[config.mk]
export PLATFORM = sky130hd
export DESIGN_NAME = screenDrawTop
export DESIGN_NICKNAME = d
export VERILOG_FILES = /design/src/verilog/drawPkg.sv /design/src/verilog/seqPkg.sv /design/src/verilog/screenSequencer.sv /design/src/verilog/pixelScanner.sv /design/src/verilog/patternRom.sv /design/src/verilog/wbPixelWriter.sv /design/src/verilog/screenDrawTop.sv
export SDC_FILE = /design/constraint.sdc
export NUM_CORES = 1
export LEC_CHECK = 0
export ABC_AREA = 1
export BUFFER_PORTS_ARGS = -buffer_cell sky130_fd_sc_hd__buf_4
export CORE_MARGIN = 10
export CORE_UTILIZATION = 50
export DETAILED_ROUTE_END_ITERATION = 16
export PLACE_DENSITY = 0.69
export RECOVER_POWER = 100
export SLEW_MARGIN = 25
export SYNTH_ARGS = -nofsm -noshare
export SYNTH_HDL_FRONTEND = slang
export SYNTH_HIERARCHICAL = 1
export SYNTH_SLANG_ARGS = --single-unit
[constraint.sdc]
create_clock -name clk -period 2.7 [get_ports clk]
set_input_delay 0.54 -clock clk [delete_from_list [all_inputs] [get_ports clk]]
set_output_delay 0.54 -clock clk [all_outputs]
set_load 0.02 [all_outputs]
[src/verilog/drawPkg.sv]
`default_nettype none

package drawPkg;

	// Display size in pixels
	localparam int ScreenWidth = 160;
	localparam int ScreenHeight = 120;

	// Coordinate widths
	localparam int XBits = 8;
	localparam int YBits = 7;

	// Linear frame buffer word address, y * width + x
	localparam int AddrBits = 15;

	// 3-bit colour, one bit per channel
	localparam int ColorBits = 3;

	// Raster position, x in the upper bits
	typedef struct packed {
		logic [XBits-1:0] x;
		logic [YBits-1:0] y;
	} coordT;

	typedef logic [ColorBits-1:0] colorT;

	// Pixel as it leaves the pattern table
	typedef struct packed {
		coordT coord;
		colorT color;
	} pixelT;

endpackage

`default_nettype wire

[src/verilog/seqPkg.sv]
`default_nettype none

package seqPkg;

	// Screen codes
	// Code value also seeds the pattern colour
	typedef enum logic [2:0] {
		ScrClear = 3'd0,
		ScrTitle1 = 3'd1,
		ScrTitle2 = 3'd2,
		ScrTitle3 = 3'd3,
		ScrScene1 = 3'd4,
		ScrScene2 = 3'd5
	} screenT;

	// Sequencer FSM states
	typedef enum logic [2:0] {
		SReset,
		SLoad,
		SDraw,
		SDwell
	} seqStateT;

	// Clock cycles a finished screen stays up
	localparam int DwellCycles = 64;

endpackage

`default_nettype wire

[src/verilog/screenSequencer.sv]
`default_nettype none

module screenSequencer (
	input  logic           clk,
	input  logic           rstN,
	input  logic           userCont,
	input  logic           frameDone,
	input  logic           drawIdle,
	output logic           frameStart,
	output seqPkg::screenT screen
);

	seqPkg::seqStateT state;
	seqPkg::seqStateT nextState;
	seqPkg::screenT nextScreen;

	// Dwell timer
	logic [$clog2(seqPkg::DwellCycles)-1:0] dwellCount;
	logic dwellLast;

	// Last coordinate already left the scanner
	logic doneSeen;
	// Continue pressed during this title dwell
	logic contSeen;
	logic isTitle;
	logic goScene;

	assign dwellLast = (32'(dwellCount) == seqPkg::DwellCycles - 1);

	assign isTitle = (screen == seqPkg::ScrTitle1) || (screen == seqPkg::ScrTitle2) ||
		(screen == seqPkg::ScrTitle3);

	// Late press in the final dwell cycle still counts
	assign goScene = contSeen || (isTitle && userCont);

	// Next state
	always_comb begin
		nextState = state;
		case (state)
			seqPkg::SReset: nextState = seqPkg::SLoad;
			// One cycle to start the scan
			seqPkg::SLoad: nextState = seqPkg::SDraw;
			// Wait for the last pixel to leave the bus
			seqPkg::SDraw: if (doneSeen && drawIdle) nextState = seqPkg::SDwell;
			seqPkg::SDwell: if (dwellLast) nextState = seqPkg::SLoad;
			default: nextState = seqPkg::SReset;
		endcase
	end

	// Screen order
	always_comb begin
		case (screen)
			seqPkg::ScrTitle1: nextScreen = seqPkg::ScrTitle2;
			seqPkg::ScrTitle2: nextScreen = seqPkg::ScrTitle3;
			seqPkg::ScrScene1: nextScreen = seqPkg::ScrScene2;
			// Clear, title3 and scene2 all go back to title1
			default: nextScreen = seqPkg::ScrTitle1;
		endcase
		if (goScene) begin
			nextScreen = seqPkg::ScrScene1;
		end
	end

	always_ff @(posedge clk) begin
		if (!rstN) begin
			state <= seqPkg::SReset;
			screen <= seqPkg::ScrClear;
			frameStart <= 1'b0;
			doneSeen <= 1'b0;
			contSeen <= 1'b0;
			dwellCount <= '0;
		end else begin
			state <= nextState;
			// Strobe lines up with the single SLoad cycle
			frameStart <= (nextState == seqPkg::SLoad);

			if (state == seqPkg::SLoad) begin
				doneSeen <= 1'b0;
			end else if (frameDone) begin
				doneSeen <= 1'b1;
			end

			// Counter sits at zero outside the dwell
			if (state == seqPkg::SDwell) begin
				dwellCount <= dwellCount + 1'b1;
				if (isTitle && userCont) begin
					contSeen <= 1'b1;
				end
			end else begin
				dwellCount <= '0;
				contSeen <= 1'b0;
			end

			// New screen is ready by the SLoad cycle
			if (state == seqPkg::SDwell && dwellLast) begin
				screen <= nextScreen;
			end
		end
	end

	// Frame start only from the load state
	assert property (@(posedge clk) disable iff (!rstN)
		frameStart |-> state == seqPkg::SLoad);

	// Pattern must not switch mid frame
	assert property (@(posedge clk) disable iff (!rstN)
		state == seqPkg::SDraw |=> state != seqPkg::SDraw || $stable(screen));

endmodule

`default_nettype wire

[src/verilog/pixelScanner.sv]
`default_nettype none

module pixelScanner (
	input  logic          clk,
	input  logic          rstN,
	input  logic          frameStart,
	output drawPkg::coordT coord,
	output logic          coordValid,
	input  logic          coordReady,
	output logic          frameDone
);

	logic accept;
	logic xLast;
	logic yLast;

	assign accept = coordValid && coordReady;
	assign xLast = (coord.x == drawPkg::XBits'(drawPkg::ScreenWidth - 1));
	assign yLast = (coord.y == drawPkg::YBits'(drawPkg::ScreenHeight - 1));

	// Pulses as the bottom-right pixel is taken
	assign frameDone = accept && xLast && yLast;

	always_ff @(posedge clk) begin
		if (!rstN) begin
			coordValid <= 1'b0;
		end else if (frameStart) begin
			coordValid <= 1'b1;
		end else if (frameDone) begin
			coordValid <= 1'b0;
		end
	end

	// Raster counters
	// x fastest, y steps on x wrap
	always_ff @(posedge clk) begin
		if (frameStart) begin
			coord <= '0;
		end else if (accept) begin
			if (xLast) begin
				coord.x <= '0;
				// Wraps past the last row too, unused once valid drops
				coord.y <= coord.y + 1'b1;
			end else begin
				coord.x <= coord.x + 1'b1;
			end
		end
	end

	// Stalled coordinate held until taken
	assert property (@(posedge clk) disable iff (!rstN)
		coordValid && !coordReady |=> coordValid && $stable(coord));

endmodule

`default_nettype wire

[src/verilog/patternRom.sv]
`default_nettype none

module patternRom (
	input  logic           clk,
	input  logic           rstN,
	input  seqPkg::screenT screen,
	input  drawPkg::coordT coord,
	input  logic           coordValid,
	output logic           coordReady,
	output drawPkg::pixelT pix,
	output logic           pixValid,
	input  logic           pixReady,
	output logic           empty
);

	// Colour rule per screen
	function automatic drawPkg::colorT patternColor(input seqPkg::screenT scr,
		input drawPkg::coordT c);
		logic [drawPkg::XBits:0] diag;
		diag = c.x + c.y;
		case (scr)
			// Horizontal bands four rows high
			seqPkg::ScrTitle1, seqPkg::ScrTitle2, seqPkg::ScrTitle3:
				patternColor = drawPkg::colorT'(scr) ^ c.y[4:2];
			// Diagonal stripes
			seqPkg::ScrScene1, seqPkg::ScrScene2:
				patternColor = drawPkg::colorT'(scr) ^ diag[3:1];
			// Clear frame is all black
			default:
				patternColor = '0;
		endcase
	endfunction

	// One-entry stage, refills as the entry leaves
	assign coordReady = !pixValid || pixReady;
	assign empty = !pixValid;

	always_ff @(posedge clk) begin
		if (!rstN) begin
			pixValid <= 1'b0;
		end else if (coordValid && coordReady) begin
			pixValid <= 1'b1;
		end else if (pixReady) begin
			pixValid <= 1'b0;
		end
	end

	always_ff @(posedge clk) begin
		if (coordValid && coordReady) begin
			pix.coord <= coord;
			pix.color <= patternColor(screen, coord);
		end
	end

endmodule

`default_nettype wire

[src/verilog/wbPixelWriter.sv]
`default_nettype none

module wbPixelWriter (
	input  logic                         clk,
	input  logic                         rstN,
	input  drawPkg::pixelT               pix,
	input  logic                         pixValid,
	output logic                         pixReady,
	output logic                         busIdle,
	output logic                         wbCyc,
	output logic                         wbStb,
	output logic                         wbWe,
	output logic [drawPkg::AddrBits-1:0] wbAdr,
	output drawPkg::colorT               wbDat,
	input  logic                         wbAck
);

	// Held pixel is the open bus cycle
	assign busIdle = !wbCyc;
	// No new pixel until the cycle has dropped
	assign pixReady = !wbCyc;

	// Write-only master
	assign wbWe = wbStb;

	always_ff @(posedge clk) begin
		if (!rstN) begin
			wbCyc <= 1'b0;
			wbStb <= 1'b0;
		end else if (pixValid && pixReady) begin
			wbCyc <= 1'b1;
			wbStb <= 1'b1;
		end else if (wbStb && wbAck) begin
			wbCyc <= 1'b0;
			wbStb <= 1'b0;
		end
	end

	// Linear address, y * 160 + x
	always_ff @(posedge clk) begin
		if (pixValid && pixReady) begin
			wbAdr <= drawPkg::AddrBits'(pix.coord.y) * drawPkg::AddrBits'(drawPkg::ScreenWidth) +
				drawPkg::AddrBits'(pix.coord.x);
			wbDat <= pix.color;
		end
	end

	// Strobe only inside a cycle
	assert property (@(posedge clk) disable iff (!rstN)
		$rose(wbStb) |-> wbCyc);

endmodule

`default_nettype wire

[src/verilog/screenDrawTop.sv]
`default_nettype none

module screenDrawTop (
	input  logic                         clk,
	input  logic                         rstN,
	input  logic                         userCont,
	output logic                         wbCyc,
	output logic                         wbStb,
	output logic                         wbWe,
	output logic [drawPkg::AddrBits-1:0] wbAdr,
	output drawPkg::colorT               wbDat,
	input  logic                         wbAck,
	output seqPkg::screenT               screen
);

	logic frameStart;
	logic frameDone;
	logic drawIdle;

	// Scanner to pattern table
	drawPkg::coordT coord;
	logic coordValid;
	logic coordReady;

	// Pattern table to bus writer
	drawPkg::pixelT pix;
	logic pixValid;
	logic pixReady;
	logic romEmpty;
	logic busIdle;

	// Both pipeline stages drained
	assign drawIdle = busIdle && romEmpty;

	screenSequencer sequencer (
		.clk(clk),
		.rstN(rstN),
		.userCont(userCont),
		.frameDone(frameDone),
		.drawIdle(drawIdle),
		.frameStart(frameStart),
		.screen(screen)
	);

	pixelScanner scanner (
		.clk(clk),
		.rstN(rstN),
		.frameStart(frameStart),
		.coord(coord),
		.coordValid(coordValid),
		.coordReady(coordReady),
		.frameDone(frameDone)
	);

	patternRom rom (
		.clk(clk),
		.rstN(rstN),
		.screen(screen),
		.coord(coord),
		.coordValid(coordValid),
		.coordReady(coordReady),
		.pix(pix),
		.pixValid(pixValid),
		.pixReady(pixReady),
		.empty(romEmpty)
	);

	wbPixelWriter writer (
		.clk(clk),
		.rstN(rstN),
		.pix(pix),
		.pixValid(pixValid),
		.pixReady(pixReady),
		.busIdle(busIdle),
		.wbCyc(wbCyc),
		.wbStb(wbStb),
		.wbWe(wbWe),
		.wbAdr(wbAdr),
		.wbDat(wbDat),
		.wbAck(wbAck)
	);

endmodule

`default_nettype wire

==> impl_results.md <==
* Crit path buf inv count at 0
* Die area at 10700 µm²
* Resized cells post-CTS at 0
* Final design utilization at between 50 and 60%
* Family with the most delay on the worst path: adder cells
* Number of flops mapped to enable cells by yosys at 36
* Ys flop type: edfxtp_1
* Initial DRC Count at 146
* Design area at between 3000 and 4000 µm²
* Max-cap viol count at 0
* Largest net degree at the start of global routing at 20
* Maximum vdd drop at approximately 0.32 mV
* Worst Skew at between 9 and 10 ps
* Number of buffers created by CTS at 9
* Worst Tran Pin Value at approximately 1100 ps
* Syn avg cell area at 9.04 µm²
* H-tree Lvls at 3
* # rows at 30
* Post-Route Setup TNS at 0 ps
* Gate Count Post-Synth at ~390
* Overflow left after global routing at 0
* # nets final at 445
* Crit end category: register
* Clock latency on the worst-skew pair at 350 ps
* Total GRT Usage at roughly an eighth
* Arrival @ worst endpoint at around 2600 ps
* Minimum clock period after layout at ~2400 ps
* Via Count at 2490
* Leak pwr at 1.58 nW
* Hold_sp: rom/pix[13]
* Hold_buf cts at 0
* Outcome: finished, final reports clean
* Setup repair bufs after CTS at 0
* Reg2reg start: rom/pix[4]
* Most common cell after layout, fill and taps aside: nand2_1
* Syn Std Cell Area at between 3000 and 4000 µm²
* Via/cell ratio at 4.78
* Post-DP HPWL at between 4000 and 5000 µm
* Clock buffer depth at 2
* Hold path depth at 0
* Min-Delay Path Class: reg2reg
* Slowest-stage cell, CP: edfxtp_1
* Gp weighted congestion at 0.840
* Seq cells post-synth at 69
* Startpoint Class: register
* R2r setup slk at between 200 and 300 ps
* Die Y at between 100 and 150 µm
* Critical path class: reg2reg
* Fillcell total at around 650
* Layout cells sized above 1 at about a tenth
* Post-route ant nets at 0
* Cell depth of the worst flop-to-flop path at 9
* Worst Hold Path EP: writer/wbAdr[3]
* Yosys cell types at 35
* P per Cell Area at a little under 600 nW/µm²
* Die width at between 100 and 150 µm
* Number of hold violations in the final report at 0
* RSZ-0062 raised after global routing: no
* Vias in the first global route at around 2300
* CTS clk-pin slew, worst paths at about 80 ps
* DRT Pass-1 Iters at 4
* CTS root buf: clkbuf_8
* Initial antenna violation count at 0
* WL final at 6200 µm
* Syn_nets at roughly 400
* PortBufs at 27
* Largest fanout on the critical path at 3
* DP Area at around 3800 µm²
* Boundary pin count at 28
* First-pass GRT wire length at approximately 10000 µm
* CP cell instances: ha_1, ha_1, fa_1, xor2_1, nand3_2, nor2_1, nand2_1, nand2_1, nand2_1
* Synth-to-Final Area Change at 9.60%
* # DRC at 0
* Core area at a little under 7000 µm²
* Period utilization at ~90%
* Synth warn at 6
* Most used cell, CP: nand2_1
* Max stage delay on crit path at 430 ps
* Clock sinks at 69
* Initial core utilization at around half
* Sequential share of the synthesized area at 50.0%
* WP data required at around 2800 ps
* Normalized max-slew margin at between 20% and 30%
* Max Transition Viols Final at 0
* Commonest cells after routing, fill and taps aside: 93 x nand2_1, 54 x inv_1, 36 x edfxtp_1, 33 x nor2_1, 33 x dfxtp_1
* Final setup viols at 0
* Max Fclk at 410 MHz
* Reg-to-reg critical path endpoint: writer/wbAdr[13]
* Number of diodes at 0
* Routed len/inst at about 12 µm
* Asr flop ratio synth at 0%
* CTS tree: yes
cells in the mapped netlist, types with 2 or more instances:
cell	number	area share, %
a21oi_1	19	2.7
a21oi_2	5	1.3
buf_4	3	0.65
dfxtp_1	33	19
edfxtp_1	36	31
fa_1	3	1.7
ha_1	18	6.5
inv_1	53	5.7
inv_2	6	0.65
nand2_1	91	9.8
nand2_2	2	0.36
nand2_4	3	0.97
nand3_1	29	4.2
nand3_2	3	0.86
nand4_1	6	1.1
nor2_1	29	3.1
nor2_2	5	0.90
nor2_4	2	0.65
o21ai_0	8	1.2
o21ai_1	4	0.58
o21ai_2	2	0.50
xnor2_1	5	1.3
xor2_1	7	1.8
xor2_2	2	0.93
worst register-to-register path, stage by stage (launching register included):
cell,delay (ps)
edfxtp_1,430
ha_1,320
ha_1,240
fa_1,420
xor2_1,320
nand3_2,150
nor2_1,160
nand2_1,60
nand2_1,60
nand2_1,40
registers in the layout (all words and copies together) (netlist names):
register              cells
writer/wbStb              1
rom/pixValid              1
writer/wbDat              3
scanner/coordValid        1
rom/pix                  18
scanner/coord            15
sequencer/dwellCount      6
sequencer/frameStart      1
sequencer/state           3
sequencer/doneSeen        1
writer/wbAdr             15
sequencer/contSeen        1
sequencer/screen          3
kinds of logic after synthesis:
logic type / Yosys count / synth area share (%)
AND/OR/NAND/NOR: 176 / 23.7
flip-flops: 69 / 50.0
adder cells (fa/ha/maj): 21 / 8.20
AO/OA/AOI/OAI: 40 / 6.65
buffers and inverters: 64 / 7.40
XOR/XNOR: 14 / 3.95
other: 1 / 0.108
where the power goes:
group | total, mW | internal [mW] | switching, mW
clock | 0.846 | 0.431 | 0.415
combinational | 0.222 | 0.0800 | 0.142
sequential | 1.21 | 1.16 | 0.0437
through the flow:
step	setup WS [ps]	power, mW	hold slack [ps]	cells
2_1_floorplan	525	1.41	400	385
3_5_place_dp	379	1.47	406	505
4_1_cts	367	2.32	429	521
6_report	258	2.28	427	521
5_1_grt	114	2.38	440	521
3_3_place_gp	450	1.47	401	505
worst max path at each step:
stage / from / to / slack [ps] / depth (start not counted)
after floorplan: rom/pix[4] / writer/wbAdr[13] / 520 / 9
after global placement: rom/pix[4] / writer/wbAdr[13] / 450 / 9
after detailed placement: rom/pix[4] / writer/wbAdr[13] / 380 / 9
after CTS: rom/pix[4] / writer/wbAdr[13] / 370 / 9
after global routing: rom/pix[4] / writer/wbAdr[13] / 110 / 9
final: rom/pix[4] / writer/wbAdr[13] / 260 / 9
layout make-up:
| cell class | count | area (µm²) | area share [%] |
|---|---|---|---|
| flip-flops and latches | 69 | 1740 | 45.7 |
| clock buffers | 9 | 124 | 3.25 |
| well taps | 96 | 120 | 3.15 |
| clock inverters | 7 | 73.8 | 1.94 |
| repair buffers | 28 | 116 | 3.05 |
| inverters | 60 | 226 | 5.94 |
| multi-input cells | 252 | 1410 | 37.0 |
routing by layer:
layer / global-route usage, % / part of all wire (%)
met2: 19.1 / 44
met1: 15.6 / 49
met5: 0 / 0
met4: 5.67 / 1.3
met3: 4.58 / 5.1
Power figures use the tool's default switching activity.
